### config.mk
export PLATFORM = sky130hd
export DESIGN_NAME = wormhole_concentrator_top
export DESIGN_NICKNAME = d
export VERILOG_FILES = /design/src/logic/wormhole_pkg.sv /design/src/logic/wormhole_two_fifo.sv /design/src/logic/wormhole_input_control.sv /design/src/logic/wormhole_output_control.sv /design/src/logic/wormhole_concentrator_in.sv /design/src/logic/wormhole_concentrator_out.sv /design/src/logic/wormhole_concentrator_top.sv
export SDC_FILE = /design/constraint.sdc
export NUM_CORES = 1
export LEC_CHECK = 0
export BUFFER_PORTS_ARGS = -buffer_cell sky130_fd_sc_hd__buf_2
export CORE_ASPECT_RATIO = 1.5
export CORE_MARGIN = 3
export CORE_UTILIZATION = 50
export DETAILED_ROUTE_END_ITERATION = 8
export GPL_TIMING_DRIVEN = 0
export PLACE_DENSITY_LB_ADDON = 0.25
export REMOVE_ABC_BUFFERS = 1
export SLEW_MARGIN = 20
export SYNTH_ARGS = -nofsm -noshare
export SYNTH_HDL_FRONTEND = slang
export SYNTH_SLANG_ARGS = --single-unit
### constraint.sdc
create_clock -name clk_i -period 4.2 [get_ports clk_i]
set_input_delay 0.21 -clock clk_i [delete_from_list [all_inputs] [get_ports clk_i]]
set_output_delay 0.21 -clock clk_i [all_outputs]
set_load 0.05 [all_outputs]
### src/logic/wormhole_pkg.sv
// wormhole concentrator package
// flit and header field widths, link typedefs and the input-control
// state encoding shared by every stage

package wormhole_pkg;

  // flit and header field widths
  localparam int flit_width_lp = 32;
  localparam int cord_width_lp = 8;
  localparam int len_width_lp  = 4;
  localparam int cid_width_lp  = 4;

  // cid can address at most this many links
  localparam int max_links_lp = 1 << cid_width_lp;

  // header field positions in the low bits of a flit
  localparam int cord_lsb_lp = 0;
  localparam int len_lsb_lp  = cord_lsb_lp + cord_width_lp;
  localparam int cid_lsb_lp  = len_lsb_lp + len_width_lp;

  typedef logic [flit_width_lp-1:0] flit_t;
  typedef logic [cord_width_lp-1:0] cord_t;
  // number of body flits that follow the header
  typedef logic [len_width_lp-1:0]  len_t;
  // destination link on the egress side
  typedef logic [cid_width_lp-1:0]  cid_t;

  // input control waits for a header or walks through body flits
  typedef enum logic
  {
    HEADER_ST,
    BODY_ST
  } wormhole_state_e;

endpackage

### src/logic/wormhole_two_fifo.sv
// wormhole two-entry buffer
// registers one link input so that ready depends only on local state,
// head is consumed with yumi

module wormhole_two_fifo
  import wormhole_pkg::*;
  (input  logic  clk_i
  ,input  logic  reset_i

  // link side, valid with ready_and
  ,input  logic  v_i
  ,input  flit_t data_i
  ,output logic  ready_o

  // head side
  ,output logic  v_o
  ,output flit_t data_o
  ,input  logic  yumi_i
  );

  // two storage slots, no reset on payload
  flit_t mem_r [0:1];

  logic wptr_r;
  logic rptr_r;
  logic full_r;
  logic ready_r;

  logic empty;
  logic enq;
  logic deq;
  logic full_n;

  // equal pointers mean empty unless the full flag is set
  assign empty = (wptr_r == rptr_r) & ~full_r;
  assign enq   = v_i & ready_r;
  // yumi only comes with a valid head
  assign deq   = yumi_i;

  always_comb
  begin
    full_n = full_r;
    if (enq & ~deq)
    begin
      // write closes the gap to the read pointer
      full_n = (~wptr_r == rptr_r);
    end
    else if (deq & ~enq)
    begin
      full_n = 1'b0;
    end
  end

  always_ff @(posedge clk_i)
  begin
    if (reset_i)
    begin
      wptr_r  <= 1'b0;
      rptr_r  <= 1'b0;
      full_r  <= 1'b0;
      ready_r <= 1'b0;
    end
    else
    begin
      wptr_r  <= wptr_r ^ enq;
      rptr_r  <= rptr_r ^ deq;
      full_r  <= full_n;
      // ready is registered, low while full
      ready_r <= ~full_n;
    end
  end

  always_ff @(posedge clk_i)
  begin
    if (enq)
    begin
      mem_r[wptr_r] <= data_i;
    end
  end

  assign ready_o = ready_r;
  assign v_o     = ~empty;
  assign data_o  = mem_r[rptr_r];

endmodule

### src/logic/wormhole_input_control.sv
// wormhole input control
// follows header and body flits of the packet at one FIFO head,
// requests the decoded destination and pulses release on the tail

module wormhole_input_control
  import wormhole_pkg::*;
  #(parameter int num_links_p = 4)
  (input  logic                   clk_i
  ,input  logic                   reset_i

  ,input  logic                   fifo_v_i
  ,input  logic                   fifo_yumi_i
  // header fields of the flit at the FIFO head
  ,input  cid_t                   dest_i
  ,input  len_t                   len_i

  ,output logic [num_links_p-1:0] reqs_o
  ,output logic                   release_o
  );

  wormhole_state_e state_r;
  // body flits still to go
  len_t            count_r;
  // destination held for the body of the packet
  logic [num_links_p-1:0] reqs_r;

  logic [max_links_lp-1:0] dest_decode;
  logic [num_links_p-1:0]  dest_onehot;

  // full cid decode, keep only the links that exist
  assign dest_decode = max_links_lp'(1) << dest_i;
  assign dest_onehot = dest_decode[num_links_p-1:0];

  // header requests only while it is valid, body keeps the held path
  assign reqs_o = (state_r == BODY_ST) ? reqs_r : (fifo_v_i ? dest_onehot : '0);

  // tail is the header itself when len is zero
  assign release_o = fifo_yumi_i
                   & ((state_r == HEADER_ST) ? (len_i == '0) : (count_r == len_t'(1)));

  always_ff @(posedge clk_i)
  begin
    if (reset_i)
    begin
      state_r <= HEADER_ST;
      count_r <= '0;
      reqs_r  <= '0;
    end
    else
    begin
      case (state_r)
        HEADER_ST:
        begin
          // header with a body behind it opens the wormhole
          if (fifo_yumi_i && (len_i != '0))
          begin
            state_r <= BODY_ST;
            count_r <= len_i;
            reqs_r  <= dest_onehot;
          end
        end
        BODY_ST:
        begin
          if (fifo_yumi_i)
          begin
            count_r <= count_r - len_t'(1);
            if (count_r == len_t'(1))
            begin
              state_r <= HEADER_ST;
            end
          end
        end
        default:
        begin
          state_r <= HEADER_ST;
        end
      endcase
    end
  end

endmodule

### src/logic/wormhole_output_control.sv
// wormhole output control
// round-robin arbiter over the requesting inputs, the grant locks
// until the granted packet releases, drives valid, yumi and data select

module wormhole_output_control
  import wormhole_pkg::*;
  #(parameter int num_links_p = 4)
  (input  logic                   clk_i
  ,input  logic                   reset_i

  ,input  logic [num_links_p-1:0] reqs_i
  ,input  logic [num_links_p-1:0] release_i
  ,input  logic [num_links_p-1:0] valid_i
  ,input  logic                   ready_and_i

  ,output logic                   valid_o
  ,output logic [num_links_p-1:0] yumi_o
  // one-hot data select
  ,output logic [num_links_p-1:0] sel_o
  );

  localparam int idx_width_lp = (num_links_p > 1) ? $clog2(num_links_p) : 1;

  logic [num_links_p-1:0]  grant_r;
  logic [idx_width_lp-1:0] last_idx_r;

  logic [num_links_p-1:0]  arb_grant;
  logic [num_links_p-1:0]  grant;
  logic [idx_width_lp-1:0] arb_idx;
  logic                    arb_found;
  logic                    locked;
  logic                    done;
  int                      cand_idx;

  // candidate index offset places after the last winner
  function automatic int rr_next(input int last, input int offset);
    int idx;
    idx = last + offset;
    if (idx >= num_links_p)
    begin
      idx = idx - num_links_p;
    end
    return idx;
  endfunction

  // search starts just after the last granted index
  always_comb
  begin
    arb_grant = '0;
    arb_idx   = last_idx_r;
    arb_found = 1'b0;
    cand_idx  = 0;
    for (int k = 1; k <= num_links_p; k++)
    begin
      cand_idx = rr_next(int'(last_idx_r), k);
      if (!arb_found && reqs_i[cand_idx])
      begin
        arb_found           = 1'b1;
        arb_grant[cand_idx] = 1'b1;
        arb_idx             = idx_width_lp'(cand_idx);
      end
    end
  end

  // a new header wins in the same cycle it shows up, no bubble
  assign locked = |grant_r;
  assign grant  = locked ? grant_r : arb_grant;

  assign valid_o = |(grant & valid_i);
  assign yumi_o  = (valid_o & ready_and_i) ? grant : '0;
  assign sel_o   = grant;

  // release of the granted input frees the output after this cycle
  assign done = |(grant & release_i);

  always_ff @(posedge clk_i)
  begin
    if (reset_i)
    begin
      grant_r    <= '0;
      // so that index 0 is first after reset
      last_idx_r <= idx_width_lp'(num_links_p - 1);
    end
    else
    begin
      grant_r <= done ? '0 : grant;
      if (!locked && arb_found)
      begin
        last_idx_r <= arb_idx;
      end
    end
  end

endmodule

### src/logic/wormhole_concentrator_in.sv
// wormhole concentrator ingress stage
// merges num_links_p wormhole links onto one concentrated link,
// round robin at packet granularity, one cycle through

module wormhole_concentrator_in
  import wormhole_pkg::*;
  #(parameter int num_links_p = 4)
  (input  logic                    clk_i
  ,input  logic                    reset_i

  // unconcentrated links
  ,input  logic [num_links_p-1:0]  in_v_i
  ,input  flit_t [num_links_p-1:0] in_data_i
  ,output logic [num_links_p-1:0]  in_ready_and_o

  // concentrated link
  ,output logic                    conc_v_o
  ,output flit_t                   conc_data_o
  ,input  logic                    conc_ready_and_i
  );

  flit_t [num_links_p-1:0] fifo_data;
  logic [num_links_p-1:0]  fifo_v;
  // per-link yumi from the single output control
  logic [num_links_p-1:0]  fifo_yumi;
  logic [num_links_p-1:0]  reqs;
  logic [num_links_p-1:0]  releases;
  logic [num_links_p-1:0]  sel;

  for (genvar i = 0; i < num_links_p; i++)
  begin : link
    wormhole_two_fifo fifo
      (.clk_i   (clk_i)
      ,.reset_i (reset_i)
      ,.v_i     (in_v_i[i])
      ,.data_i  (in_data_i[i])
      ,.ready_o (in_ready_and_o[i])
      ,.v_o     (fifo_v[i])
      ,.data_o  (fifo_data[i])
      ,.yumi_i  (fifo_yumi[i])
      );

    // only one destination here, so cid is not looked at
    wormhole_input_control #(.num_links_p(1)) ic
      (.clk_i       (clk_i)
      ,.reset_i     (reset_i)
      ,.fifo_v_i    (fifo_v[i])
      ,.fifo_yumi_i (fifo_yumi[i])
      ,.dest_i      (cid_t'(0))
      ,.len_i       (fifo_data[i][len_lsb_lp +: len_width_lp])
      ,.reqs_o      (reqs[i])
      ,.release_o   (releases[i])
      );
  end

  // the one concentrated output arbitrates over all links
  wormhole_output_control #(.num_links_p(num_links_p)) oc
    (.clk_i       (clk_i)
    ,.reset_i     (reset_i)
    ,.reqs_i      (reqs)
    ,.release_i   (releases)
    ,.valid_i     (fifo_v)
    ,.ready_and_i (conc_ready_and_i)
    ,.valid_o     (conc_v_o)
    ,.yumi_o      (fifo_yumi)
    ,.sel_o       (sel)
    );

  // and-or mux on the one-hot grant
  always_comb
  begin
    conc_data_o = '0;
    for (int i = 0; i < num_links_p; i++)
    begin
      if (sel[i])
      begin
        conc_data_o = conc_data_o | fifo_data[i];
      end
    end
  end

endmodule

### src/logic/wormhole_concentrator_out.sv
// wormhole concentrator egress stage
// fans the concentrated link out to num_links_p links,
// destination taken from the header cid, one cycle through

module wormhole_concentrator_out
  import wormhole_pkg::*;
  #(parameter int num_links_p = 4)
  (input  logic                    clk_i
  ,input  logic                    reset_i

  // concentrated link
  ,input  logic                    conc_v_i
  ,input  flit_t                   conc_data_i
  ,output logic                    conc_ready_and_o

  // unconcentrated links
  ,output logic [num_links_p-1:0]  out_v_o
  ,output flit_t [num_links_p-1:0] out_data_o
  ,input  logic [num_links_p-1:0]  out_ready_and_i
  );

  flit_t fifo_data;
  logic  fifo_v;
  logic  any_yumi;
  // release goes to every output, only the granted one acts on it
  logic  release_all;

  logic [num_links_p-1:0] reqs;
  logic [num_links_p-1:0] yumis;

  assign any_yumi = |yumis;

  wormhole_two_fifo fifo
    (.clk_i   (clk_i)
    ,.reset_i (reset_i)
    ,.v_i     (conc_v_i)
    ,.data_i  (conc_data_i)
    ,.ready_o (conc_ready_and_o)
    ,.v_o     (fifo_v)
    ,.data_o  (fifo_data)
    ,.yumi_i  (any_yumi)
    );

  wormhole_input_control #(.num_links_p(num_links_p)) ic
    (.clk_i       (clk_i)
    ,.reset_i     (reset_i)
    ,.fifo_v_i    (fifo_v)
    ,.fifo_yumi_i (any_yumi)
    ,.dest_i      (fifo_data[cid_lsb_lp +: cid_width_lp])
    ,.len_i       (fifo_data[len_lsb_lp +: len_width_lp])
    ,.reqs_o      (reqs)
    ,.release_o   (release_all)
    );

  for (genvar i = 0; i < num_links_p; i++)
  begin : out_link
    // single requester per output, the arbiter only does the locking
    wormhole_output_control #(.num_links_p(1)) oc
      (.clk_i       (clk_i)
      ,.reset_i     (reset_i)
      ,.reqs_i      (reqs[i])
      ,.release_i   (release_all)
      ,.valid_i     (fifo_v)
      ,.ready_and_i (out_ready_and_i[i])
      ,.valid_o     (out_v_o[i])
      ,.yumi_o      (yumis[i])
      ,.sel_o       ()
      );

    // head broadcast, valid marks the one link it is for
    assign out_data_o[i] = fifo_data;
  end

endmodule

### src/logic/wormhole_concentrator_top.sv
// wormhole concentrator pair
// ingress stage merges the links onto one internal concentrated link,
// egress stage fans it back out by header cid

module wormhole_concentrator_top
  import wormhole_pkg::*;
  #(parameter int num_links_p = 4)
  (input  logic                    clk_i
  ,input  logic                    reset_i

  // links into the ingress stage
  ,input  logic [num_links_p-1:0]  in_v_i
  ,input  flit_t [num_links_p-1:0] in_data_i
  ,output logic [num_links_p-1:0]  in_ready_and_o

  // links out of the egress stage
  ,output logic [num_links_p-1:0]  out_v_o
  ,output flit_t [num_links_p-1:0] out_data_o
  ,input  logic [num_links_p-1:0]  out_ready_and_i
  );

  // internal concentrated link
  logic  conc_v;
  flit_t conc_data;
  logic  conc_ready_and;

  wormhole_concentrator_in #(.num_links_p(num_links_p)) conc_in
    (.clk_i            (clk_i)
    ,.reset_i          (reset_i)
    ,.in_v_i           (in_v_i)
    ,.in_data_i        (in_data_i)
    ,.in_ready_and_o   (in_ready_and_o)
    ,.conc_v_o         (conc_v)
    ,.conc_data_o      (conc_data)
    ,.conc_ready_and_i (conc_ready_and)
    );

  wormhole_concentrator_out #(.num_links_p(num_links_p)) conc_out
    (.clk_i            (clk_i)
    ,.reset_i          (reset_i)
    ,.conc_v_i         (conc_v)
    ,.conc_data_i      (conc_data)
    ,.conc_ready_and_o (conc_ready_and)
    ,.out_v_o          (out_v_o)
    ,.out_data_o       (out_data_o)
    ,.out_ready_and_i  (out_ready_and_i)
    );

endmodule

After elaboration in Yosys (flattened, before gate mapping) --
Memory sizes are Yosys's and may differ from the RTL's. A register that Yosys moved wholly into a read port is not among the register bits. Cells that the tools add are included.
Cells by class: div/mod/pow operators 0, shift operators 1, add/subtract/negate cells 21, reductions and logical operators 63, equality and inequality tests 25, multiplexer cells 149, multipliers 0, bitwise logic cells 90, magnitude comparators 24
Operators with widths (count):
- 32-bit two-way mux | 12
- 32-bit by 1-bit >= comparator with 1-bit output (second input constant) | 8
- 32-bit by 2-bit >= comparator with 1-bit output (second input constant) | 4
- 32-bit by 2-bit less-than comparator with 1-bit output (second input constant) | 4
- 32-bit by 4-bit less-than comparator with 1-bit output (second input constant) | 4
- 32-bit by 2-bit subtractor with 32-bit output (second input constant) | 4
- 1-bit two-way mux | 97
- 32-bit OR | 3
- 4-bit two-way mux | 18
- 4-bit case mux with 2 select lines | 5
- 1-bit bitwise AND | 37
- 1-bit NOT | 35
- 32-bit by 4-bit >= comparator with 1-bit output (second input constant) | 1
- 32-bit by 4-bit subtractor with 32-bit output (second input constant) | 1
- 2-bit AND reduction | 15
- 4-bit nonzero test | 6
- 1-bit logical AND | 21
- 4-bit by 1-bit == test with 1-bit output (second input constant) | 5
- 4-bit zero test | 5
- 2-bit by 1-bit inequality test with 1-bit output (second input constant) | 10
- 4-bit by 1-bit subtractor with 4-bit output (second input constant) | 5
- 4-bit OR | 3
- 4-bit OR reduction | 3
- 1-bit == test | 10
- 18 further kinds | 57
Storage, ports and cells: output and inout port bits 136, bits in latches 0, memory bits (read-only) 0, bits in writable memories 320, register bits after elaboration 67, memories kept 5, bits of input ports 138
Memories:
- conc_in.link[0].fifo.mem_r | words 2, width 32, rd ports 1, clocked after Yosys merged registers in 1, write ports 1, RTL line wormhole_two_fifo.sv:22 | flit_t mem_r [0:1];
- conc_in.link[1].fifo.mem_r | words 2, width 32, rd ports 1, clocked after Yosys merged registers in 1, write ports 1, RTL line wormhole_two_fifo.sv:22
- conc_in.link[2].fifo.mem_r | words 2, width 32, rd ports 1, clocked after Yosys merged registers in 1, write ports 1, RTL line wormhole_two_fifo.sv:22
- conc_in.link[3].fifo.mem_r | words 2, width 32, rd ports 1, clocked after Yosys merged registers in 1, write ports 1, RTL line wormhole_two_fifo.sv:22
- conc_out.fifo.mem_r | words 2, width 32, rd ports 1, clocked after Yosys merged registers in 1, write ports 1, RTL line wormhole_two_fifo.sv:22

Depth between registers and ports, before layout --
depth after elaboration 26, gate-level depth with buffers 14, depth with buffers taken out 12

Modules after synthesis --
A second synthesis with hierarchy kept.
Second synthesis, totals: cells, all modules 1204, area total of the unflattened synthesis 17316.6 um2
By module, submodules not included:
- wormhole_two_fifo | cells an instance 118, instances 5, area each 2492.4 um2, seq. area each 2001.9 um2
- wormhole_input_control (conc_in.link[0].ic ...) | cells an instance 48, instances 4, area each 402.9 um2, seq. area each 120.1 um2
- wormhole_output_control (conc_in.oc) | cells an instance 127, instances 1, area each 1021.0 um2, seq. area each 120.1 um2
- wormhole_concentrator_out | cells an instance 97, instances 1, area each 728.2 um2, seq. area each 0.0 um2
- wormhole_concentrator_in | cells an instance 109, instances 1, area each 701.9 um2, seq. area each 0.0 um2
- wormhole_input_control (conc_out.ic) | cells an instance 69, instances 1, area each 601.8 um2, seq. area each 180.2 um2
- wormhole_output_control (conc_out.out_link[0].oc ...) | cells an instance 5, instances 4, area each 47.5 um2, seq. area each 20.0 um2

Worst setup path before layout --
Ideal clock, no wire load.
kind flip-flop to flip-flop, start point register conc_in.oc.last_idx_r[0], end point memory conc_out.fifo.mem_r[0][0] in the netlist's numbering (enable), setup time 0.404 ns, setup slack 0.102 ns, required time 3.796 ns, cell stages (with the launch flop) 12, arrival 3.694 ns, cells stage by stage dfxtp_1 -> clkinv_1 -> ha_1 -> mux4_2 -> buf_2 -> o21ai_1 -> a21oi_1 -> a2111o_1 -> o31ai_4 -> inv_2 -> buf_6 -> ha_1
Between the ends: cells in the longest elaborated chain, start to end 22, elaborated cells between the ends (all ways) 70, classes of those cells add/sub: 8; order compare: 12; mux: 34; bitwise: 5; reduce/logical: 11
Ends and longest elaborated chain:
- start, declared | RTL line wormhole_output_control.sv:25 | logic [idx_width_lp-1:0] last_idx_r;
- start signal, assigned | RTL line wormhole_output_control.sv:82 | last_idx_r <= idx_width_lp'(num_links_p - 1);
- start signal, assigned | RTL line wormhole_output_control.sv:89 | last_idx_r <= arb_idx;
- branches (longest 15 deep; another with 32-bit by 4-bit subtractor with 32-bit output)
- 4-bit two-way mux * | RTL line wormhole_output_control.sv:56 | if (!arb_found && reqs_i[cand_idx])
- 4-bit two-way mux * | RTL line wormhole_output_control.sv:67 | assign grant = locked ? grant_r : arb_grant;
- 4-bit bitwise AND * | RTL line wormhole_output_control.sv:69 | assign valid_o = |(grant & valid_i);
- 4-bit OR reduction * | RTL line wormhole_output_control.sv:69
- 1-bit bitwise AND * | RTL line wormhole_two_fifo.sv:36 | assign enq = v_i & ready_r;
- 1-bit two-way mux * | RTL line wormhole_two_fifo.sv:75 | if (enq)
- 1-bit two-way mux (not written as such) * | RTL line wormhole_two_fifo.sv:77 | mem_r[wptr_r] <= data_i;
- end, declared | RTL line wormhole_two_fifo.sv:22
Mark *: on every way between the ends. The select of a mux whose other input is x is not followed.

Worst setup path in the final report --
start point register conc_in.link[3].ic.state_r, end point memory conc_out.fifo.mem_r[1][3] in the netlist's numbering (enable)
Between the ends: cells in the longest elaborated chain, start to end 20, elaborated cells between the ends (all ways) 35, classes of those cells mux: 23; bitwise: 5; reduce/logical: 7
Ends and longest elaborated chain:
- start, declared | RTL line wormhole_input_control.sv:21 | wormhole_state_e state_r;
- start signal, assigned | RTL line wormhole_input_control.sv:45 | state_r <= HEADER_ST;
- start signal, assigned | RTL line wormhole_input_control.sv:57 | state_r <= BODY_ST;
- start signal, assigned | RTL line wormhole_input_control.sv:69 | state_r <= HEADER_ST;
- 1-bit two-way mux * | RTL line wormhole_input_control.sv:35 | assign reqs_o = (state_r == BODY_ST) ? reqs_r : (fifo_v_i ? dest_onehot : '0);
- 1-bit binary-select mux with 2-bit select | RTL line wormhole_output_control.sv:56
- 1-bit two-way mux (not written as such) (2 in a row) | RTL line wormhole_output_control.sv:56
- 1-bit two-way mux | RTL line wormhole_output_control.sv:56
- 1-bit zero test | RTL line wormhole_output_control.sv:56
- 1-bit logical AND | RTL line wormhole_output_control.sv:56
- 1-bit two-way mux | RTL line wormhole_output_control.sv:56
- 1-bit zero test | RTL line wormhole_output_control.sv:56
- [3 not listed]
- 1-bit logical AND | RTL line wormhole_output_control.sv:56
- 4-bit two-way mux * | RTL line wormhole_output_control.sv:56
- 4-bit two-way mux * | RTL line wormhole_output_control.sv:67
- 4-bit bitwise AND * | RTL line wormhole_output_control.sv:69
- 4-bit OR reduction * | RTL line wormhole_output_control.sv:69
- 1-bit bitwise AND * | RTL line wormhole_two_fifo.sv:36
- 1-bit two-way mux * | RTL line wormhole_two_fifo.sv:75
- 1-bit two-way mux (not written as such) * | RTL line wormhole_two_fifo.sv:77
Every way passes the cells marked *; elsewhere a longest branch is shown, timed or not. The select of a mux whose other input is x is not followed.

==> flow_metrics.env <==
export IMPL_irDropWorstVdd_uv=608
export IMPL_power_density_nw_per_um2=792
export IMPL_antenna_found_initial=1
export IMPL_period_minus_slack_ps=4020
export IMPL_cp_end_kind="flop"
export IMPL_track_usage_pct=23.2
export IMPL_die_height_um=232
export IMPL_core_um2=33400
export IMPL_fin_crit_sh_pct=95.7
export IMPL_final_max_slew_viol_count=0
export IMPL_fp_dieW_um=157
export IMPL_drc=0
export IMPL_crit_chain="nor2_1 -> a21oi_1 -> nand2_1 -> mux4_2 -> or3b_1 -> a21boi_2 -> o31ai_4 -> inv_4 -> ha_4 -> buf_12"
export IMPL_crit_arrival_ps=4240
export IMPL_outcome="complete, no violations"
export IMPL_grt_pass1_wl_um=64400
export IMPL_place_hpwl_um=27300
export IMPL_drv_cap=0
export IMPL_synth_seq_area_share_pct=63.9
export IMPL_rsz0062_at_grt="false"
export IMPL_rows=82
export IMPL_pre_cts_ws_ps=-1540
export IMPL_portBuffers=273
export IMPL_die_area_um2=36300
export IMPL_fmax_mhz=249
export IMPL_synth_area_leaders="edfxtp_1 57%, dfxtp_1 7.4%, mux2i_1 6.7%"
export IMPL_clock_sinks=383
export IMPL_io_pins=274
export IMPL_drt_iter0_markers=756
export IMPL_ys_types=70
export IMPL_clk_latency_ps=550
export IMPL_gr_total_overflow=0
export IMPL_p_leak_nw=7.37
export IMPL_cts_htree_levels=2
export IMPL_wl_um=42700
export IMPL_clock_root_buffer="clkbuf_16"
export IMPL_cts_buffers=36
export IMPL_min_path_type="in2reg"
export IMPL_cts_tree="done"
export IMPL_wl_per_cell_um=21.5
export IMPL_tightest_slew_ps=961
export IMPL_rr_worst_depth=10
export IMPL_synth_area_um2=17000
export IMPL_initial_utilization_pct=50.8
export IMPL_syn_to_final_growth_pct=22.5
export IMPL_critPathKind="reg2reg"
export IMPL_holdPathStages=4
export IMPL_clk_path_buf_depth=3
export IMPL_hold_viol=0
export IMPL_setup_violations=0
export IMPL_syn_inst=1244
export IMPL_grt_pass1_vias=11500
export IMPL_synth_ff_latch_count=383
export IMPL_rrSetupSlack_ps=180
export IMPL_crit_fanout=21
export IMPL_detail_route_antenna_nets=0
export IMPL_fin_skew_ps=23.4
export IMPL_reg2reg_from="conc_in.link[3].ic.state_r"
export IMPL_timing_final_ws_setup_ps=180
export IMPL_synthFlopType="edfxtp_1"
export IMPL_hp_start="out_ready_and_i[1]"
export IMPL_grt_start_max_net_pins=44
export IMPL_routed_via_count=11400
export IMPL_required_ps=4430
export IMPL_drive_gt1_share_pct=29.1
export IMPL_synth_top_area_share_pct=56.5
export IMPL_synthArstFlopShare_pct=0
export IMPL_synth_top_area_cell="edfxtp_1"
export IMPL_tns_ps=0
export IMPL_crit_path_start_kind="flop"
export IMPL_nNetsFinal=1707
export IMPL_post_drt_via_cell_ratio=5.71
export IMPL_relSlewSlack_pct=36.0
export IMPL_synth_edf_count=320
export IMPL_cpPeakStageDelay_ps=640
export IMPL_syn_avg_cell_area_um2=13.7
export IMPL_clk_pin_slew_ps=70
export IMPL_postPlaceCellArea_um2=18300
export IMPL_reg2reg_to="conc_out.fifo.mem_r[1][3]"
export IMPL_yosys_warnings=0
export IMPL_design_area_um2=20800
export IMPL_whs_ps=118
export IMPL_drt_first_pass_iters=7
export IMPL_worstHoldEndpoint="conc_out.ic.state_r"
export IMPL_routabilityCongestion=0.844
export IMPL_slowest_stage="dfxtp_1"
logic make-up after synthesis:
logic type | share of synthesized area (%)
adder cells (fa/ha/maj) | 1.99
flip-flops | 63.9
AND/OR/NAND/NOR | 5.48
buffers and inverters | 6.86
multiplexers | 11.3
AO/OA/AOI/OAI | 9.81
XOR/XNOR | 0.640
registers in the layout, summed over array words and instances, names as in the netlist, 2 cells and up:
| signal | count |
|---|---|
| conc_out.ic.count_r | 4 |
| conc_in.link.ic.count_r | 16 |
| conc_in.oc.grant_r | 4 |
| conc_in.link.fifo.wptr_r | 4 |
| conc_out.ic.reqs_r | 4 |
| conc_in.link.fifo.full_r | 4 |
| conc_in.link.ic.state_r | 4 |
| conc_in.link.ic.reqs_r | 4 |
| conc_out.out_link.oc.grant_r | 4 |
| conc_in.link.fifo.ready_o | 4 |
| conc_in.link.fifo.rptr_r | 4 |
| conc_in.link.fifo.mem_r | 256 |
| conc_out.fifo.mem_r | 64 |
| conc_in.oc.last_idx_r | 2 |
what timing repair did:
item	4_1_cts	5_1_grt
endpoints found under the hold margin	256	0
setup buffers	3	0
hold buffers	128	0
cloned	1	0
pin swaps	1	0
endpoints found under the setup margin	169	52
resized for setup	7	8
critical path: cells and delay by family, from the launching register on:
kind                       cells  cell delay, ps
AOI/OAI and AO/OA              3            1030
adders and majority gates      1             330
buffers and inverters          2             480
DFF                            1             640
muxes                          1             520
and+or+nand+nor                3             680
layout by cell type, fill, tap and decap left out, types with 5 or more instances in the layout:
cell type,instances
edfxtp_1,320
buf_2,273
dlygate4sd3_1,128
mux2i_1,113
a21oi_1,76
mux2_2,60
o21ai_0,58
dfxtp_1,56
nand2_1,51
nor2_1,46
clkbuf_16,36
inv_1,33
o22ai_1,32
ha_1,16
nand3_1,15
nor3_1,15
buf_12,14
nand4_1,10
nand2b_1,9
ha_2,9
clkinv_1,9
clkinv_2,7
nor2b_1,7
a211oi_1,7
o211ai_1,6
a31oi_1,6
nor4_1,6
a21o_1,5
and2_1,5
mux4_2,5
o221ai_1,5
o41ai_1,5
how the worst max path moves through the flow:
| stage | from | end | slack, ps | cells after the start |
|---|---|---|---|---|
| final | conc_in.link[3].ic.state_r | conc_out.fifo.mem_r[1][3] | 180 | 10 |
| after global routing | conc_in.link[3].ic.state_r | conc_out.fifo.mem_r[1][3] | 20 | 10 |
| after CTS | conc_in.oc.last_idx_r[0] | conc_in.link[3].fifo.rptr_r | 50 | 9 |
| after detailed placement | conc_in.oc.last_idx_r[0] | conc_out.fifo.mem_r[1][31] | -1540 | 10 |
| after global placement | conc_in.link[1].fifo.rptr_r | conc_out.fifo.mem_r[0][9] | -3970 | 9 |
| after floorplan | conc_in.link[0].fifo.rptr_r | conc_out.fifo.mem_r[0][0] | -830 | 9 |
layer usage:
metal  part of all wire (%)  GRT usage (%)
met5                      0              0
met4                    3.7           9.31
met3                    5.1           3.32
met2                     54           42.1
met1                     38           27.3
cells in the mapped netlist, drive strengths merged, types with 8 or more instances:
library cell	instances
nand3	15
mux2	60
mux2i	113
a211oi	8
nor3	15
clkbuf	44
nor2	49
a21oi	79
nand2	51
ha	27
nand2b	9
o22ai	33
buf	118
inv	34
nand4	10
o21ai	59
edfxtp	320
dfxtp	63
through the flow:
step / utilization, % / power [mW] / std cells
floorplan: - / 10.8 / 1082
global placement: 53.4 / 12.6 / 1775
detailed placement: 54.7 / 13.3 / 1792
CTS: 62.1 / 16.5 / 1988
global route: 62.3 / 17.3 / 1989
finish: 62.3 / 16.5 / 1990
final cells by class:
cell class | instances | area (um2)
Fill cell | 2461 | 12600
Antenna cell | 2 | 5.00
Clock inverter | 23 | 175
Sequential cell | 383 | 10900
Tap cell | 420 | 526
Multi-Input combinational cell | 665 | 5110
Timing Repair Buffer | 421 | 3060
Inverter | 35 | 135
Clock buffer | 41 | 930
where the power goes:
part | leakage [nW] | total, mW | switching, mW | internal (mW)
combinational | 3.39 | 8.14 | 5.82 | 2.32
clock | 0.536 | 3.06 | 1.39 | 1.67
sequential | 3.45 | 5.31 | 0.358 | 4.95
total | 7.37 | 16.5 | 7.57 | 8.94
(Power assumes the default switching activity.)
